`src/program.hex`:
```
// rom word = opcode byte then immediate byte, one word per pc starting at 0
// signed limits for add/sub, then logic, inr/dcr, rotates, jumps and a counted loop
0e7f 1601 4100 8200   // 00 mvi r1,7f  mvi r2,01  mov r0,r1  add r2
8a00 1e80 9200 4300   // 04 adc r2  mvi r3,80  sub r2  mov r0,r3
9200 9a00 b900 263c   // 08 sub r2  sbb r2  cmp r1  mvi r4,3c
ac00 2e0f a500 b400   // 0c xra r4  mvi r5,0f  ana r5  ora r4
0c00 1d00 3f00 0700   // 10 inr r1  dcr r3  cmc  rlc
0f00 1700 1f00 2f00   // 14 rrc  ral  rar  cma
3f00 1f00 c31d 0655   // 18 cmc  rar  jmp 1d  mvi r0,55 skipped
7600 0000 c22f 3603   // 1c hlt skipped  nop  jpos r0,2f not taken  mvi r6,03
3500 f220 7e00 7600   // 20 dcr r6  jpos r6,20 loop  mov r7,r6  hlt

```
`src/cpu8_pkg.sv`:
```
package cpu8_pkg;

	localparam int DATA_W = 8;
	localparam int REG_CNT = 8;
	localparam int REG_SEL_W = 3;
	localparam int PC_W = 8;
	localparam int ROM_DEPTH = 256;     // one word per pc value
	localparam int TRACE_WORDS = 7;
	localparam string PROGRAM_FILE = "/design/src/program.hex";

	typedef logic signed [DATA_W-1:0] data_t;

	// 8080 layout gg ddd sss
	typedef struct packed {
		logic [1:0] grp;
		logic [2:0] dst;
		logic [2:0] src;
	} instr_fields_t;

	typedef union packed {
		logic [7:0] raw;
		instr_fields_t fields;
	} instr_t;

	typedef enum logic [3:0] {
		ADD, ADC, SUB, SBB, INC, DEC, AND,
		OR, XOR, NOT, RLC, RRC, RAL, RAR
	} alu_op_t;

	// order of the words in one trace record
	typedef enum logic [2:0] {
		OPCODE    = 3'd0,
		OPERAND_A = 3'd1,
		OPERAND_B = 3'd2,
		RESULT    = 3'd3,
		CARRY     = 3'd4,
		BORROW    = 3'd5,
		PC        = 3'd6
	} trace_kind_t;

	// whole-byte opcodes
	localparam logic [7:0] OP_NOP = 8'h00;
	localparam logic [7:0] OP_JMP = 8'hc3;
	localparam logic [7:0] OP_HLT = 8'h76;   // sits inside the mov group
	localparam logic [7:0] OP_CMC = 8'h3f;
	localparam logic [7:0] OP_CMA = 8'h2f;
	localparam logic [7:0] OP_RLC = 8'h07;
	localparam logic [7:0] OP_RRC = 8'h0f;
	localparam logic [7:0] OP_RAL = 8'h17;
	localparam logic [7:0] OP_RAR = 8'h1f;

	localparam logic [1:0] GRP_IMM = 2'b00;  // mvi, inr, dcr
	localparam logic [1:0] GRP_MOV = 2'b01;
	localparam logic [1:0] GRP_ALU = 2'b10;
	localparam logic [1:0] GRP_JCC = 2'b11;

	localparam logic [2:0] SUB_INR = 3'b100;
	localparam logic [2:0] SUB_DCR = 3'b101;
	localparam logic [2:0] SUB_MVI = 3'b110;
	localparam logic [2:0] SUB_JPOS = 3'b010;

	// register forms, low three bits select the source
	localparam logic [4:0] ARITH_ADD = 5'b10000;
	localparam logic [4:0] ARITH_ADC = 5'b10001;
	localparam logic [4:0] ARITH_SUB = 5'b10010;
	localparam logic [4:0] ARITH_SBB = 5'b10011;
	localparam logic [4:0] ARITH_ANA = 5'b10100;
	localparam logic [4:0] ARITH_XRA = 5'b10101;
	localparam logic [4:0] ARITH_ORA = 5'b10110;
	localparam logic [4:0] ARITH_CMP = 5'b10111;

endpackage

```
`src/alu.sv`:
```
`timescale 1ns/10ps

module alu (
	input  logic clk,
	input  logic rst,
	input  logic start,
	input  cpu8_pkg::alu_op_t op,
	input  cpu8_pkg::data_t a,
	input  cpu8_pkg::data_t b,
	input  logic carry_in,
	input  logic borrow_in,
	output cpu8_pkg::data_t result,
	output logic carry_out,
	output logic borrow_out,
	output logic done
);
	import cpu8_pkg::*;

	logic [DATA_W:0] sum;   // sign extended with a guard bit
	logic arith;
	data_t nxt_result;
	logic nxt_carry;
	logic nxt_borrow;

	always_comb begin
		sum = '0;
		arith = 1'b0;
		nxt_result = a;
		nxt_carry = 1'b0;
		nxt_borrow = 1'b0;
		case (op)
			ADD: begin
				arith = 1'b1;
				sum = {a[DATA_W-1], a} + {b[DATA_W-1], b};
			end
			ADC: begin
				arith = 1'b1;
				sum = {a[DATA_W-1], a} + {b[DATA_W-1], b} + carry_in;
			end
			SUB: begin
				arith = 1'b1;
				sum = {a[DATA_W-1], a} - {b[DATA_W-1], b};
			end
			SBB: begin
				arith = 1'b1;
				sum = {a[DATA_W-1], a} - {b[DATA_W-1], b} - borrow_in;
			end
			INC: begin
				arith = 1'b1;
				sum = {a[DATA_W-1], a} + 1'b1;
			end
			DEC: begin
				arith = 1'b1;
				sum = {a[DATA_W-1], a} - 1'b1;
			end
			AND: nxt_result = a & b;
			OR:  nxt_result = a | b;
			XOR: nxt_result = a ^ b;
			NOT: nxt_result = ~a;
			RLC: begin
				nxt_result = {a[DATA_W-2:0], a[DATA_W-1]};
				nxt_carry = carry_in;               // plain rotate keeps carry
			end
			RRC: begin
				nxt_result = {a[0], a[DATA_W-1:1]};
				nxt_carry = carry_in;
			end
			RAL: begin
				nxt_result = {a[DATA_W-2:0], carry_in};
				nxt_carry = a[DATA_W-1];
			end
			RAR: begin
				nxt_result = {carry_in, a[DATA_W-1:1]};
				nxt_carry = a[0];
			end
			default: nxt_result = a;
		endcase

		// guard bit differs from bit 7 only on signed overflow,
		// so taking it as bit 7 flips that bit exactly then
		if (arith) begin
			nxt_result = {sum[DATA_W], sum[DATA_W-2:0]};
			nxt_carry = !sum[DATA_W] && sum[DATA_W-1];    // went past +127
			nxt_borrow = sum[DATA_W] && !sum[DATA_W-1];   // went below -128
		end
	end

	always_ff @(posedge clk) begin
		if (rst)
			done <= 1'b0;
		else
			done <= start;
	end

	always_ff @(posedge clk) begin
		if (start) begin
			result <= nxt_result;
			carry_out <= nxt_carry;
			borrow_out <= nxt_borrow;
		end
	end

	// start is a one-cycle pulse and done answers it next cycle
	a_done_after_start: assert property (@(posedge clk) disable iff (rst)
		start |=> done && !start);

endmodule

```
`src/reg_file.sv`:
```
`timescale 1ns/10ps

module reg_file (
	input  logic clk,
	input  logic rst,
	input  logic [cpu8_pkg::REG_SEL_W-1:0] rd_sel_a,
	input  logic [cpu8_pkg::REG_SEL_W-1:0] rd_sel_b,
	input  logic wr_en,
	input  logic [cpu8_pkg::REG_SEL_W-1:0] wr_sel,
	input  cpu8_pkg::data_t wr_data,
	output cpu8_pkg::data_t rd_a,
	output cpu8_pkg::data_t rd_b
);
	import cpu8_pkg::*;

	// r0 doubles as the accumulator
	data_t regs [REG_CNT];

	always_ff @(posedge clk) begin
		if (rst) begin
			for (int i = 0; i < REG_CNT; i++)
				regs[i] <= '0;
		end else if (wr_en) begin
			regs[wr_sel] <= wr_data;
		end
	end

	// async read, core decodes in the same cycle
	assign rd_a = regs[rd_sel_a];
	assign rd_b = regs[rd_sel_b];

endmodule

```
`src/cpu_control.sv`:
```
`timescale 1ns/10ps

module cpu_control (
	input  logic clk,
	input  logic rst,
	input  logic alu_done,
	input  cpu8_pkg::data_t alu_result,
	input  logic alu_carry,
	input  logic alu_borrow,
	input  cpu8_pkg::data_t rd_a,
	input  cpu8_pkg::data_t rd_b,
	input  logic rec_next,
	output logic alu_start,
	output cpu8_pkg::alu_op_t alu_op,
	output cpu8_pkg::data_t alu_a,
	output cpu8_pkg::data_t alu_b,
	output logic carry_flag,
	output logic borrow_flag,
	output logic [cpu8_pkg::REG_SEL_W-1:0] rd_sel_a,
	output logic [cpu8_pkg::REG_SEL_W-1:0] rd_sel_b,
	output logic wr_en,
	output logic [cpu8_pkg::REG_SEL_W-1:0] wr_sel,
	output cpu8_pkg::data_t wr_data,
	output logic rec_valid,
	output logic [cpu8_pkg::DATA_W-1:0] rec_opcode,
	output cpu8_pkg::data_t rec_a,
	output cpu8_pkg::data_t rec_b,
	output cpu8_pkg::data_t rec_result,
	output logic rec_carry,
	output logic rec_borrow,
	output logic [cpu8_pkg::PC_W-1:0] rec_pc,
	output logic halted
);
	import cpu8_pkg::*;

	typedef enum logic [2:0] {
		S_FETCH, S_DECODE, S_START, S_WAIT, S_WB, S_REPORT, S_HALT
	} state_t;

	state_t state;
	logic [2*DATA_W-1:0] rom [ROM_DEPTH];
	logic [PC_W-1:0] pc;
	instr_t ir;
	logic [DATA_W-1:0] imm;
	data_t last_result;
	data_t wb_data;
	logic [REG_SEL_W-1:0] wb_sel;
	logic wb_en;
	logic alu_instr;     // writeback takes result and flags from the alu

	logic is_mov;
	logic is_mvi;
	logic is_inr;
	logic is_dcr;
	logic is_jpos;
	logic is_cmp;
	logic dec_alu;
	alu_op_t dec_op;

	initial $readmemh(PROGRAM_FILE, rom);

	// field view of the instruction byte
	assign is_mov = ir.fields.grp == GRP_MOV;
	assign is_mvi = ir.fields.grp == GRP_IMM && ir.fields.src == SUB_MVI;
	assign is_inr = ir.fields.grp == GRP_IMM && ir.fields.src == SUB_INR;
	assign is_dcr = ir.fields.grp == GRP_IMM && ir.fields.src == SUB_DCR;
	assign is_jpos = ir.fields.grp == GRP_JCC && ir.fields.src == SUB_JPOS;
	assign is_cmp = {ir.fields.grp, ir.fields.dst} == ARITH_CMP;

	always_comb begin
		dec_alu = 1'b1;
		dec_op = ADD;
		if (is_inr)
			dec_op = INC;
		else if (is_dcr)
			dec_op = DEC;
		else begin
			case (ir.raw)
				OP_RLC: dec_op = RLC;
				OP_RRC: dec_op = RRC;
				OP_RAL: dec_op = RAL;
				OP_RAR: dec_op = RAR;
				OP_CMA: dec_op = NOT;
				default: begin
					case ({ir.fields.grp, ir.fields.dst})
						ARITH_ADD: dec_op = ADD;
						ARITH_ADC: dec_op = ADC;
						ARITH_SUB: dec_op = SUB;
						ARITH_SBB: dec_op = SBB;
						ARITH_ANA: dec_op = AND;
						ARITH_XRA: dec_op = XOR;
						ARITH_ORA: dec_op = OR;
						ARITH_CMP: dec_op = SUB;   // flags only
						default: dec_alu = 1'b0;
					endcase
				end
			endcase
		end
	end

	// port a reads the named register for inr, dcr and jpos, else r0
	assign rd_sel_a = (is_inr || is_dcr || is_jpos) ? ir.fields.dst : '0;
	assign rd_sel_b = ir.fields.src;

	always_ff @(posedge clk) begin
		if (state == S_FETCH)
			{ir, imm} <= rom[pc];
		if (state == S_DECODE) begin
			alu_op <= dec_op;
			wb_sel <= (dec_alu && !is_inr && !is_dcr) ? '0 : ir.fields.dst;
			wb_data <= is_mov ? rd_b : data_t'(imm);
		end
	end

	always_ff @(posedge clk) begin
		if (rst) begin
			state <= S_FETCH;
			pc <= '0;
			carry_flag <= 1'b0;
			borrow_flag <= 1'b0;
			halted <= 1'b0;
			alu_a <= '0;
			alu_b <= '0;
			last_result <= '0;
			wb_en <= 1'b0;
			alu_instr <= 1'b0;
		end else begin
			case (state)
				S_FETCH: state <= S_DECODE;
				S_DECODE: begin
					if (ir.raw == OP_HLT) begin
						halted <= 1'b1;
						state <= S_HALT;
					end else begin
						pc <= pc + 1'b1;
						alu_instr <= dec_alu;
						wb_en <= dec_alu ? !is_cmp : (is_mov || is_mvi);
						state <= dec_alu ? S_START : S_WB;
						if (ir.raw == OP_JMP || (is_jpos && rd_a > 0))
							pc <= imm;
						if (ir.raw == OP_CMC)
							carry_flag <= !carry_flag;
						if (dec_alu) begin
							alu_a <= rd_a;
							alu_b <= (ir.fields.grp == GRP_ALU) ? rd_b : '0;
						end
					end
				end
				S_START: state <= S_WAIT;
				S_WAIT: begin
					if (alu_done)
						state <= S_WB;
				end
				S_WB: begin
					if (alu_instr) begin
						last_result <= alu_result;
						carry_flag <= alu_carry;
						borrow_flag <= alu_borrow;
					end
					state <= S_REPORT;
				end
				S_REPORT: begin
					if (rec_next)
						state <= S_FETCH;
				end
				S_HALT: state <= S_HALT;   // only reset leaves
				default: state <= S_FETCH;
			endcase
		end
	end

	assign alu_start = state == S_START;
	assign wr_en = state == S_WB && wb_en;
	assign wr_sel = wb_sel;
	assign wr_data = alu_instr ? alu_result : wb_data;

	// record held steady for the whole report state
	assign rec_valid = state == S_REPORT;
	assign rec_opcode = ir.raw;
	assign rec_a = alu_a;
	assign rec_b = alu_b;
	assign rec_result = last_result;
	assign rec_carry = carry_flag;
	assign rec_borrow = borrow_flag;
	assign rec_pc = pc;

	// result comes back next cycle, no second start overlaps it
	a_no_start_pending: assert property (@(posedge clk) disable iff (rst)
		alu_start |=> alu_done && !alu_start);

endmodule

```
`src/trace_sequencer.sv`:
```
`timescale 1ns/10ps

module trace_sequencer (
	input  logic clk,
	input  logic rst,
	input  logic rec_valid,
	input  logic [cpu8_pkg::DATA_W-1:0] rec_opcode,
	input  cpu8_pkg::data_t rec_a,
	input  cpu8_pkg::data_t rec_b,
	input  cpu8_pkg::data_t rec_result,
	input  logic rec_carry,
	input  logic rec_borrow,
	input  logic [cpu8_pkg::PC_W-1:0] rec_pc,
	output logic [cpu8_pkg::DATA_W-1:0] data_out,
	output cpu8_pkg::trace_kind_t data_type,
	output logic data_valid,
	output logic rec_next
);
	import cpu8_pkg::*;

	trace_kind_t kind;   // word counter, doubles as the type tag
	logic busy;

	always_ff @(posedge clk) begin
		if (rst) begin
			busy <= 1'b0;
			kind <= OPCODE;
			rec_next <= 1'b0;
		end else begin
			rec_next <= 1'b0;
			if (!busy) begin
				// rec_valid is still up while rec_next is out
				if (rec_valid && !rec_next) begin
					busy <= 1'b1;
					kind <= OPCODE;
				end
			end else if (kind == trace_kind_t'(TRACE_WORDS - 1)) begin
				busy <= 1'b0;
				rec_next <= 1'b1;
			end else begin
				kind <= trace_kind_t'(kind + 1'b1);
			end
		end
	end

	always_comb begin
		case (kind)
			OPCODE:    data_out = rec_opcode;
			OPERAND_A: data_out = rec_a;
			OPERAND_B: data_out = rec_b;
			RESULT:    data_out = rec_result;
			CARRY:     data_out = {{(DATA_W-1){1'b0}}, rec_carry};
			BORROW:    data_out = {{(DATA_W-1){1'b0}}, rec_borrow};
			default:   data_out = rec_pc;
		endcase
	end

	assign data_valid = busy;
	assign data_type = kind;

	a_type_range: assert property (@(posedge clk) disable iff (rst)
		data_valid |-> data_type <= PC);

	// core keeps its record up until released
	a_record_held: assert property (@(posedge clk) disable iff (rst)
		data_valid |-> rec_valid);

endmodule

```
`src/cpu_top.sv`:
```
`timescale 1ns/10ps

module cpu_top (
	input  logic clk,
	input  logic rst,
	output logic [cpu8_pkg::DATA_W-1:0] data_out,
	output cpu8_pkg::trace_kind_t data_type,
	output logic data_valid,
	output logic halted
);
	import cpu8_pkg::*;

	// core and alu
	logic alu_start;
	logic alu_done;
	alu_op_t alu_op;
	data_t alu_a;
	data_t alu_b;
	data_t alu_result;
	logic alu_carry;
	logic alu_borrow;
	logic carry_flag;
	logic borrow_flag;

	// register file
	logic [REG_SEL_W-1:0] rd_sel_a;
	logic [REG_SEL_W-1:0] rd_sel_b;
	data_t rd_a;
	data_t rd_b;
	logic wr_en;
	logic [REG_SEL_W-1:0] wr_sel;
	data_t wr_data;

	// trace record
	logic rec_valid;
	logic rec_next;
	logic [DATA_W-1:0] rec_opcode;
	data_t rec_a;
	data_t rec_b;
	data_t rec_result;
	logic rec_carry;
	logic rec_borrow;
	logic [PC_W-1:0] rec_pc;

	cpu_control u_ctrl (
		.clk(clk),
		.rst(rst),
		.alu_done(alu_done),
		.alu_result(alu_result),
		.alu_carry(alu_carry),
		.alu_borrow(alu_borrow),
		.rd_a(rd_a),
		.rd_b(rd_b),
		.rec_next(rec_next),
		.alu_start(alu_start),
		.alu_op(alu_op),
		.alu_a(alu_a),
		.alu_b(alu_b),
		.carry_flag(carry_flag),
		.borrow_flag(borrow_flag),
		.rd_sel_a(rd_sel_a),
		.rd_sel_b(rd_sel_b),
		.wr_en(wr_en),
		.wr_sel(wr_sel),
		.wr_data(wr_data),
		.rec_valid(rec_valid),
		.rec_opcode(rec_opcode),
		.rec_a(rec_a),
		.rec_b(rec_b),
		.rec_result(rec_result),
		.rec_carry(rec_carry),
		.rec_borrow(rec_borrow),
		.rec_pc(rec_pc),
		.halted(halted)
	);

	alu u_alu (
		.clk(clk),
		.rst(rst),
		.start(alu_start),
		.op(alu_op),
		.a(alu_a),
		.b(alu_b),
		.carry_in(carry_flag),
		.borrow_in(borrow_flag),
		.result(alu_result),
		.carry_out(alu_carry),
		.borrow_out(alu_borrow),
		.done(alu_done)
	);

	reg_file u_regs (
		.clk(clk),
		.rst(rst),
		.rd_sel_a(rd_sel_a),
		.rd_sel_b(rd_sel_b),
		.wr_en(wr_en),
		.wr_sel(wr_sel),
		.wr_data(wr_data),
		.rd_a(rd_a),
		.rd_b(rd_b)
	);

	trace_sequencer u_trace (
		.clk(clk),
		.rst(rst),
		.rec_valid(rec_valid),
		.rec_opcode(rec_opcode),
		.rec_a(rec_a),
		.rec_b(rec_b),
		.rec_result(rec_result),
		.rec_carry(rec_carry),
		.rec_borrow(rec_borrow),
		.rec_pc(rec_pc),
		.data_out(data_out),
		.data_type(data_type),
		.data_valid(data_valid),
		.rec_next(rec_next)
	);

endmodule

```
`config.mk`:
```
export PLATFORM = sky130hd
export DESIGN_NAME = cpu_top
export DESIGN_NICKNAME = d
export VERILOG_FILES = /design/src/cpu8_pkg.sv /design/src/alu.sv /design/src/reg_file.sv /design/src/cpu_control.sv /design/src/trace_sequencer.sv /design/src/cpu_top.sv
export SDC_FILE = /design/constraint.sdc
export NUM_CORES = 1
export LEC_CHECK = 0
export ABC_AREA = 1
export BUFFER_PORTS_ARGS = -buffer_cell sky130_fd_sc_hd__buf_4
export CAP_MARGIN = 20
export CORE_MARGIN = 8
export CORE_UTILIZATION = 53
export CTS_BUF_LIST = sky130_fd_sc_hd__clkbuf_16
export DETAILED_ROUTE_END_ITERATION = 16
export PLACE_DENSITY = 0.71
export SLEW_MARGIN = 15
export SYNTH_ARGS = -nofsm -noshare
export SYNTH_HDL_FRONTEND = slang
export SYNTH_HIERARCHICAL = 1
export SYNTH_MEMORY_MAX_BITS = 65536
export SYNTH_SLANG_ARGS = --single-unit
```
`constraint.sdc`:
```
create_clock -name clk -period 1.5 [get_ports clk]
set_clock_uncertainty 0.2 [all_clocks]
set_input_delay 0.225 -clock clk [delete_from_list [all_inputs] [get_ports clk]]
set_output_delay 0.225 -clock clk [all_outputs]
set_load 0.02 [all_outputs]
```
[Yosys cells after proc, flatten, opt, wreduce, memory -nomap -nowiden]
Memories as Yosys holds them, arrays and structs flattened. A register that Yosys moved wholly into a read port is not among the register bits.
Index checks and enable logic that the tools add are counted.
Storage, ports and cells
  flip-flop bits (word level): 87
  latch bits: 0
  memory bits (writable): 64
  bits in read-only memories: 0
  bits of input ports: 2
  output and inout bits: 13
  word-level logic and storage cells: 181
  memories kept: 1
Memory list
  u_regs.regs: depth 8, width 8, rd ports 2, clocked after Yosys merged registers in 1, write ports 8, RTL line reg_file.sv:17  | data_t regs [REG_CNT];
Cells by class
  add/subtract/negate cells: 8
  multipliers: 0
  div/mod/pow operators: 0
  order comparisons: 1
  equal/unequal tests: 54
  shifts and indexed selects: 0
  multiplexer cells: 45
  bitwise logic cells: 6
  reduce and logical (&&, ||, !) cells: 43
Operators by type and width (count)
  case mux 8 bit (8 select lines): 1
  case mux 9 bit (6 select lines): 1
  two-way mux 8 bit: 6
  case mux 8 bit (6 select lines): 1
  equality test 5 bit, second input constant: 8
  two-way mux 3 bit: 10
  equality test 3 bit, second input constant: 9
  equality test 4 bit, second input constant: 6
  case mux 4 bit (6 select lines): 1
  two-way mux 1 bit: 21
  case mux 3 bit (7 select lines): 1
  case mux 4 bit (5 select lines): 1
  equality test 4 x 3 -> 1 bit, second input constant: 4
  equality test 8 x 5 -> 1 bit, second input constant: 2
  equality test 8 x 6 -> 1 bit, second input constant: 2
  OR reduction 8 bit: 2
  equality test 3 x 2 -> 1 bit, second input constant: 5
  logical AND 1 bit: 11
  AND reduction 2 bit: 5
  adder 8 x 2 -> 9 bit, second input constant: 1
  adder 8 x 8 -> 9 bit: 1
  adder 9 x 1 -> 9 bit: 1
  subtractor 8 x 2 -> 9 bit, second input constant: 1
  subtractor 8 x 8 -> 9 bit: 1
  other kinds (33): 55

[Longest topological paths before layout]
Gate-level depths: netlist (run 1).
An unclocked memory read counts as a cell.
  depth in word-level cells: 10
  mapped depth: 8

[By module]
Netlist (run 1), hierarchy kept.
Modules (own cells, without submodules)
  reg_file: instances 1, cells an instance 528, area an instance 3888.7 um^2, seq. area each 1921.8 um^2
  alu: instances 1, cells an instance 454, area an instance 2807.7 um^2, seq. area each 320.3 um^2
  cpu_control: instances 1, cells an instance 112, area an instance 790.8 um^2, seq. area each 60.1 um^2
  trace_sequencer: instances 1, cells an instance 118, area an instance 651.9 um^2, seq. area each 100.1 um^2

[Worst setup path after synthesis (run 1)]
Ideal clock, no wire load.
  path kind: register -> register
  start: register u_ctrl.state[1]
  end: register u_alu.borrow_out (enable)
  arrival time: 956 ps
  setup slack: -34 ps
  cell stages (with the launch flop): 3
  cell sequence: dfxtp_1 nand2_1 nor2_1
On the way
  cells in the longest elaborated chain, start to end: 1
RTL lines
  start, declared: RTL line cpu_control.sv:40  | state_t state;
  start signal, assigned: RTL line cpu_control.sv:138  | state <= dec_alu ? S_START : S_WB;
  equality test 3 x 2 -> 1 bit: RTL line cpu_control.sv:172  | assign alu_start = state == S_START;
  via alu_start: RTL line cpu_top.sv:14  | logic alu_start;
  end signal, assigned: RTL line alu.sv:99  | borrow_out <= nxt_borrow;
  end, declared: RTL line alu.sv:14  | output logic borrow_out,
The timed path passes the listed nets, and every way through them passes these cells.
A chain may end at the register's enable or synchronous reset.

[Worst setup path after layout (run 1)]
  start: register u_trace.kind[1], in the netlist u_trace/data_type[1]
  end: register u_trace.kind[2], in the netlist u_trace/data_type[2]
On the way
  cells in the longest elaborated chain, start to end: 3
  elaborated cells between the ends (all ways): 6
  classes of those cells: 1 x add/sub; 2 x eq/ne; 2 x mux; 1 x reduce/logical
RTL lines
  start, declared: RTL line trace_sequencer.sv:21  | trace_kind_t kind;
  start signal, assigned: RTL line trace_sequencer.sv:41  | kind <= trace_kind_t'(kind + 1'b1);
  adder 3 x 1 -> 3 bit / equality test 3 bit (equally long branches): RTL line trace_sequencer.sv:41, trace_sequencer.sv:37
  two-way mux 3 bit / != test 2 bit (equally long branches)
  two-way mux 3 bit / AND reduction 2 bit (equally long branches)
Parallel ways exist; a longest one is shown, timed or not. The select of a mux whose other input is x is not followed.

==> run_results.csv, run 1 <==
group,metric,value,unit
drt,wl_per_cell,8.11,um
clocking,cts_tree,"built",
clocking,cts_root_buf,"clkbuf_16",
layout,fin_nets,207,
sta,hold_viol_final,0,
synthesis,syn_inst,192,
pwr,p_sw,0.165,mW
floorplan,die_area,3960,um2
floorplan,io_pins,15,
clocking,holdBufCountCts,0,
synthesis,yosysWarnings,6,
setup_path,crit_chain,"ha_1, nand2_4, nand2_2, nand3_1, a21oi_1",
grt,grt-ovfl-total,0,
pwr,vdd_drop_max,0.000622,V
drt,drc,0,
status,status,"finished, final reports clean",
pwr,seqPwrFrac,0.317,
floorplan,core,2150,um2
drt,ant_nets,0,
layout,antenna_cells,0,
floorplan,start_util,0.543,
placed_design,io_buffer_count,5,
clocking,path_clk_slew,0.04,ns
clocking,cts_resized,0,
sta,fmax,716,MHz
clocking,clkSinkCount,9,
clocking,cts_setup_buffers,0,
setup_path,cp-end-kind,"flop",
sta,setup_tns,0,ns
floorplan,rows,17,
synthesis,syn_area,1170,um2
pwr,p_total,0.770,mW
placed_design,globalplace.congestion,0.755,
setup_path,critPathSlowestCell,"dfxtp_1",
grt,grt_max_degree,10,
pwr,switching_share,0.215,
setup_path,critPathMaxStageDelay,0.40,ns
sta,drv_slew,0,
grt,grt_pass1_vias,785,
layout,syn2layout_area_growth,-1.82,%
layout,drive_above_1_share,0.106,
sta,fin_crit,1.40,ns
min_path,hold_class,"in -> reg",
drt,drt_pass1_iterations,4,
clocking,cts.htree.levels,1,
floorplan,fp.dieW,62.9,um
floorplan,fp.dieH,62.9,um
drt,wl,1840,um
drt,vias,938,
synthesis,avgSynthCellArea,6.07,um2
pwr,p_per_area,672,nW/um2
setup_path,crit_required,1.47,ns
drt,avgViaCountPerCell,4.13,
pwr,p_int,0.604,mW
setup_path,crit_type,"reg -> reg",
grt,grt_antenna_before_repair,0,
sta,finalSetupViolCount,0,
setup_path,critical_path.max_fanout,5,
setup_path,cp.arrival,1.36,ns
clocking,clock_latency,0.23,ns
sta,fin_crit_sh,0.931,
setup_path,start_kind,"flop",
grt,grt_pass1_wl,3200,um
clocking,cts_made_buffers,3,
grt,grt_use_total,0.0984,
drt,first_iter_violations,15,
pwr,power_frac_clock,0.599,
layout,postLayoutCoreUtil,0.533,
pwr,power.leakage,0.699,nW
pwr,combinationalPowerShare,0.083,
clocking,clockBufferDepth,2,
placed_design,post-dp-hpwl,1470,um
job,cap_viol_max_count,0,
sta,rsz0062_at_grt,"false",
==> power groups by stage <==
stage	clock network (mW)	registers [mW]	logic, mW
6_report	0.461	0.244	0.0641
5_1_grt	0.489	0.244	0.0770
4_1_cts	0.471	0.244	0.0596
3_5_place_dp	0	0.248	0.0591
3_3_place_gp	0	0.248	0.0587
2_1_floorplan	0	0.247	0.134
==> area by class of cell <==
class	count	area, um2
inverters	16	60.1
clock inverters	1	3.75
flip-flops and latches	9	181
repair buffers	6	45.0
clock buffers	3	75.1
fillers	239	1000
well taps	28	35.0
multi-input cells	164	744
==> layout by cell type, fill, tap and decap left out, drive strengths merged <==
| master | count |
|---|---|
| nand2 | 70 |
| nand4 | 8 |
| a21oi | 6 |
| nor3 | 1 |
| nand3b | 1 |
| dfxtp | 9 |
| nor2 | 20 |
| buf | 6 |
| clkbuf | 3 |
| o21ai | 1 |
| nand3 | 9 |
| ha | 5 |
| inv | 17 |
| conb | 43 |
==> metal layers <==
layer  global-route usage  part of all wire  vias up
met3               0.0269             0.039        5
li1                     -                 -      524
met4               0.0684             0.024        0
met5                    0                 0        -
met1               0.0966              0.43      395
met2                0.174              0.50       14
==> worst paths after layout <==
| path | depth (start not counted) | slack [ns] | end | startpoint |
|---|---|---|---|---|
| hold / removal | 2 | 0.01 | u_trace/data_type[1]$_SDFFE_PP0P_ | rst |
| hold reg to reg | 1 | 0.26 | u_trace/data_type[0]$_SDFFE_PP0P_ | u_trace/data_type[0]$_SDFFE_PP0P_ |
| setup reg to reg | 5 | 0.10 | u_trace/data_type[2]$_SDFFE_PP0P_ | u_trace/data_type[1]$_SDFFE_PP0P_ |
| setup / recovery | 5 | 0.10 | u_trace/data_type[2]$_SDFFE_PP0P_ | u_trace/data_type[1]$_SDFFE_PP0P_ |
==> flip-flops by register name, summed over array words and instances (netlist names) <==
name / count
u_alu/done: 1
u_ctrl/state: 3
u_trace/data_type: 3
u_trace/data_valid: 1
u_trace/rec_next: 1
==> critical path: cells and delay by family (launching register included) <==
family,cells,cell delay (ns)
and+or+nand+nor,3,0.28
AOI/OAI and AO/OA,1,0.12
DFF,1,0.40
adders and majority gates,1,0.32
==> metrics by stage <==
step / hold slack (ns) / instance area [um2] / worst slack, ns / instances
floorplan: 0.0941 / 1330 / 0.0126 / 234
global placement: 0.248 / 1070 / 0.144 / 223
detailed placement: 0.254 / 1070 / 0.114 / 223
CTS: 0.0129 / 1140 / 0.102 / 227
global route: 0.0245 / 1140 / 0.000508 / 227
finish: 0.0125 / 1140 / 0.104 / 227
(Power assumes the default switching activity.)
==> run 2, diff against run 1 <==
Settings changed: PLACE_DENSITY 0.71 to 0.68.
Clock period 1.5 ns to 1.7 ns, I/O delays scaled along.
==> run_results.csv, run 2 (synthesized netlist as in run 1, its figures left out) <==
group,metric,value,unit
pwr,p_per_area,600,nW/um2
floorplan,rows,17,
pwr,p_total,0.686,mW
setup_path,crit_required,1.67,ns
sta,fin_crit_sh,0.880,
setup_path,start_kind,"flop",
pwr,power_frac_clock,0.605,
job,cap_viol_max_count,0,
clocking,cts_made_buffers,3,
floorplan,fp.dieW,62.9,um
placed_design,dpl-instance-area,1060,um2
layout,postLayoutCoreUtil,0.532,
placed_design,dp_cells,223,
grt,grt_max_degree,10,
setup_path,cp.arrival,1.46,ns
clocking,clock_latency,0.24,ns
status,status,"finished, final reports clean",
setup_path,critical_path.max_fanout,5,
layout,drive_above_1_share,0.101,
grt,grt_use_total,0.0995,
pwr,seqPwrFrac,0.314,
sta,rsz0062_at_grt,"false",
clocking,clockBufferDepth,2,
layout,fin_area,1140,um2
sta,timing.hold.ws,0.0355,ns
floorplan,core,2150,um2
clocking,holdBufCountCts,0,
pwr,switching_share,0.221,
min_path,hold_class,"in -> reg",
placed_design,io_buffer_count,5,
pwr,power.leakage,0.698,nW
pwr,combinationalPowerShare,0.082,
grt,grt-ovfl-total,0,
clocking,cts_setup_buffers,0,
clocking,cts.htree.levels,1,
floorplan,io_pins,15,
clocking,cts_tree,"built",
sta,fin_crit,1.50,ns
placed_design,globalplace.congestion,0.806,
pwr,p_sw,0.152,mW
setup_path,cp-end-kind,"flop",
floorplan,die_area,3960,um2
drt,wl_per_cell,8.24,um
floorplan,fp.dieH,62.9,um
drt,ant_nets,0,
grt,grt_antenna_before_repair,0,
layout,layout.cells.non_filler,227,
placed_design,place_ws,0.187,ns
drt,drc,0,
pwr,p_int,0.534,mW
clocking,clkSinkCount,9,
sta,finalSetupViolCount,0,
layout,antenna_cells,0,
drt,vias,904,
sta,timing.final.ws_setup,0.203,ns
sta,drv_slew,0,
layout,top_regs,"u_ctrl/state: 3 flops, u_trace/data_type: 3 flops",
clocking,cts_root_buf,"clkbuf_16",
setup_path,worst-r2r-setup-slack,0.20,ns
floorplan,start_util,0.543,
placed_design,post-dp-hpwl,1450,um
setup_path,crit_type,"reg -> reg",
sta,fmax,668,MHz
drt,avgViaCountPerCell,3.98,
sta,hold_viol_final,0,
layout,layout_commonest_cell,"nand2_1",
drt,wl,1870,um
clocking,path_clk_slew,0.04,ns
pwr,vdd_drop_max,0.000595,V
grt,grt_pass1_wl,3120,um
layout,fin_nets,207,
clocking,cts_resized,0,
drt,drt_pass1_iterations,4,
drt,first_iter_violations,22,
grt,grt_pass1_vias,749,
sta,setup_tns,0,ns
layout,final_cell_mix,"nand2_1, conb_1, nor2_1, inv_1",
layout,syn2layout_area_growth,-1.93,%
## run 2: routing by layer
metal | track usage | wire, um | share of wire
met1 | 0.0956 | 832 | 0.44
met2 | 0.160 | 859 | 0.46
met3 | 0.0430 | 119 | 0.064
met4 | 0.0855 | 59 | 0.032
met5 | 0 | 0 | 0
## run 2: worst paths after layout
check	start	endpoint	depth (start not counted)
setup / recovery	u_trace/data_type[0]$_SDFFE_PP0P_	u_trace/data_type[0]$_SDFFE_PP0P_	7
hold / removal	rst	u_alu/done$_SDFF_PP0_	2
setup reg to reg	u_trace/data_type[0]$_SDFFE_PP0P_	u_trace/data_type[0]$_SDFFE_PP0P_	7
hold reg to reg	u_trace/data_valid$_SDFF_PP0_	u_trace/rec_next$_SDFF_PP0_	2
## run 2: power by group through the flow
| stage | Combinational [mW] | Sequential (mW) | Clock, mW |
|---|---|---|---|
| floorplan | 0.118 | 0.218 | 0 |
| global placement | 0.0519 | 0.218 | 0 |
| detailed placement | 0.0524 | 0.218 | 0 |
| CTS | 0.0524 | 0.215 | 0.425 |
| global route | 0.0666 | 0.215 | 0.437 |
| finish | 0.0559 | 0.215 | 0.415 |
## run 2: area by class of cell
type                    count  area, um2
clock inverters             1       3.75
clock buffers               3       75.1
fillers                   239       1000
multi-input cells         164        744
repair buffers              6       45.0
inverters                  16       60.1
well taps                  28       35.0
flip-flops and latches      9        180
## run 2: worst max-delay path: stages (launching register included)
cell and delay [ns]:
dfxtp_1 0.40, inv_1 0.10, ha_1 0.29, nand2_4 0.12, nand2_2 0.08, nand2_1 0.07, nand2_1 0.05, a21oi_1 0.12
==> run 3, diff against run 2 <==
Settings changed: CTS_BUF_LIST sky130_fd_sc_hd__clkbuf_16 to not set.
==> run_results.csv, run 3 (synthesized netlist as in run 1, its figures left out) <==
group,metric,value,unit
pwr,p_int,0.315,mW
placed_design,dpl-instance-area,1060,um2
drt,drt_pass1_iterations,4,
grt,grt_use_total,0.0914,
layout,fin_nets,207,
sta,setup_tns,0,ns
layout,fin_area,1090,um2
job,cap_viol_max_count,0,
clocking,cts_made_buffers,3,
min_path,min-delay-start,"rst",
floorplan,core,2150,um2
setup_path,crit_type,"reg -> reg",
pwr,combinationalPowerShare,0.130,
pwr,power_frac_clock,0.374,
drt,first_iter_violations,20,
sta,rsz0062_at_grt,"false",
setup_path,cp.arrival,1.51,ns
min_path,hold_class,"in -> reg",
pwr,vdd_drop_max,0.000372,V
drt,vias,901,
sta,timing.hold.ws,0.0150,ns
setup_path,start_kind,"flop",
floorplan,fp.dieH,62.9,um
clocking,clkSinkCount,9,
drt,wl,1800,um
setup_path,critPathSlowestCell,"dfxtp_1",
status,status,"finished, final reports clean",
floorplan,die_area,3960,um2
sta,fin_crit_sh,0.897,
min_path,min_path_cells,2,
layout,final_cell_mix,"nand2_1, conb_1, nor2_1, inv_1",
floorplan,rows,17,
placed_design,place_ws,0.187,ns
layout,layout_commonest_cell,"nand2_1",
setup_path,critPathMaxStageDelay,0.41,ns
min_path,holdPathEnd,"u_alu/done$_SDFF_PP0_",
layout,drive_above_1_share,0.101,
drt,drc,0,
pwr,switching_share,0.269,
drt,wl_per_cell,7.93,um
grt,grt-ovfl-total,0,
clocking,clockBufferDepth,2,
sta,drv_slew,0,
setup_path,critical_path.max_fanout,5,
floorplan,io_pins,15,
placed_design,io_buffer_count,5,
setup_path,crit_top_cell,"nand2_1",
grt,grt_pass1_wl,3040,um
sta,timing.final.ws_setup,0.175,ns
sta,hold_viol_final,0,
clocking,holdBufCountCts,0,
setup_path,reg2reg_to,"u_trace/data_type[0]$_SDFFE_PP0P_",
setup_path,rr_worst_depth,7,
pwr,p_per_area,395,nW/um2
placed_design,post-dp-hpwl,1450,um
clocking,path_clk_slew,0.06,ns
pwr,seqPwrFrac,0.496,
setup_path,crit_required,1.68,ns
layout,syn2layout_area_growth,-6.44,%
layout,antenna_cells,0,
clocking,cts_setup_buffers,0,
placed_design,globalplace.congestion,0.806,
grt,grt_antenna_before_repair,0,
drt,ant_nets,0,
setup_path,r2r_start,"u_trace/data_type[0]$_SDFFE_PP0P_",
grt,grt_max_degree,10,
grt,grt_pass1_vias,744,
clocking,cts.htree.levels,1,
drt,avgViaCountPerCell,3.97,
floorplan,fp.dieW,62.9,um
setup_path,worst-r2r-setup-slack,0.18,ns
clocking,cts_root_buf,"clkbuf_4",
clocking,cts_resized,0,
setup_path,crit_chain,"inv_1, ha_1, nand2_4, nand2_2, nand2_1, nand2_1, a21oi_1",
layout,top_regs,"u_ctrl/state: 3 flops, u_trace/data_type: 3 flops",
sta,finalSetupViolCount,0,
floorplan,start_util,0.543,
pwr,p_sw,0.116,mW
clocking,cts_tree,"built",
pwr,power.leakage,0.671,nW
setup_path,cp-end-kind,"flop",
sta,fin_crit,1.52,ns
sta,fmax,656,MHz
clocking,clock_latency,0.26,ns
-- run 3: cell count changes in the layout (fill, tap and decap cells not counted), sizes merged --
cell,before,now
clkbuf,3,4
inv,17,16
-- run 3: worst max path at each step --
stage,cells after the start,from,end,slack (ns)
floorplan,7,u_trace/data_type[0]$_SDFFE_PP0P_,u_trace/data_type[0]$_SDFFE_PP0P_,0.19
global placement,6,u_trace/data_type[0]$_SDFFE_PP0P_,u_trace/data_type[2]$_SDFFE_PP0P_,0.30
detailed placement,7,u_trace/data_type[0]$_SDFFE_PP0P_,u_trace/data_type[0]$_SDFFE_PP0P_,0.19
CTS,7,u_trace/data_type[0]$_SDFFE_PP0P_,u_trace/data_type[0]$_SDFFE_PP0P_,0.17
finish,7,u_trace/data_type[0]$_SDFFE_PP0P_,u_trace/data_type[0]$_SDFFE_PP0P_,0.18
global route,7,u_trace/data_type[0]$_SDFFE_PP0P_,u_trace/data_type[0]$_SDFFE_PP0P_,0.06
-- run 3: critical path, delay by kind of cell, from the launching register on --
kind	cells	cell delay [ns]
buffers and inverters	1	0.10
adders and majority gates	1	0.29
AOI/OAI and AO/OA	1	0.14
DFF	1	0.41
and+or+nand+nor	4	0.31
-- run 3: area by class of cell --
class	instances	area [um2]
timing repair buffer	6	45.0
sequential	9	180
multi-input combinational	164	744
tap	28	35.0
clock buffer	4	26.3
fill	245	1060
inverter	16	60.1
-- run 3: power groups by stage --
| stage | Clock, mW | Combinational (mW) | Sequential [mW] |
|---|---|---|---|
| 4_1_cts | 0.171 | 0.0524 | 0.214 |
| 2_1_floorplan | 0 | 0.118 | 0.218 |
| 6_report | 0.161 | 0.0561 | 0.214 |
| 5_1_grt | 0.187 | 0.0666 | 0.214 |
| 3_3_place_gp | 0 | 0.0519 | 0.218 |
| 3_5_place_dp | 0 | 0.0524 | 0.218 |
-- run 3: per-layer routing --
metal	vias to the layer above	routed length [um]	global-route usage	part of all wire
met2	10	876	0.160	0.49
met1	367	831	0.0946	0.46
li1	522	-	-	-
met3	2	72	0.0215	0.040
met4	0	20	0.0598	0.011
met5	-	0	0	0
-- run 3: per-stage QoR --
stage	util	instances	power, mW
floorplan	-	234	0.337
global placement	0.496	223	0.270
detailed placement	0.496	223	0.271
CTS	0.508	227	0.437
global route	0.508	227	0.467
finish	0.508	227	0.431
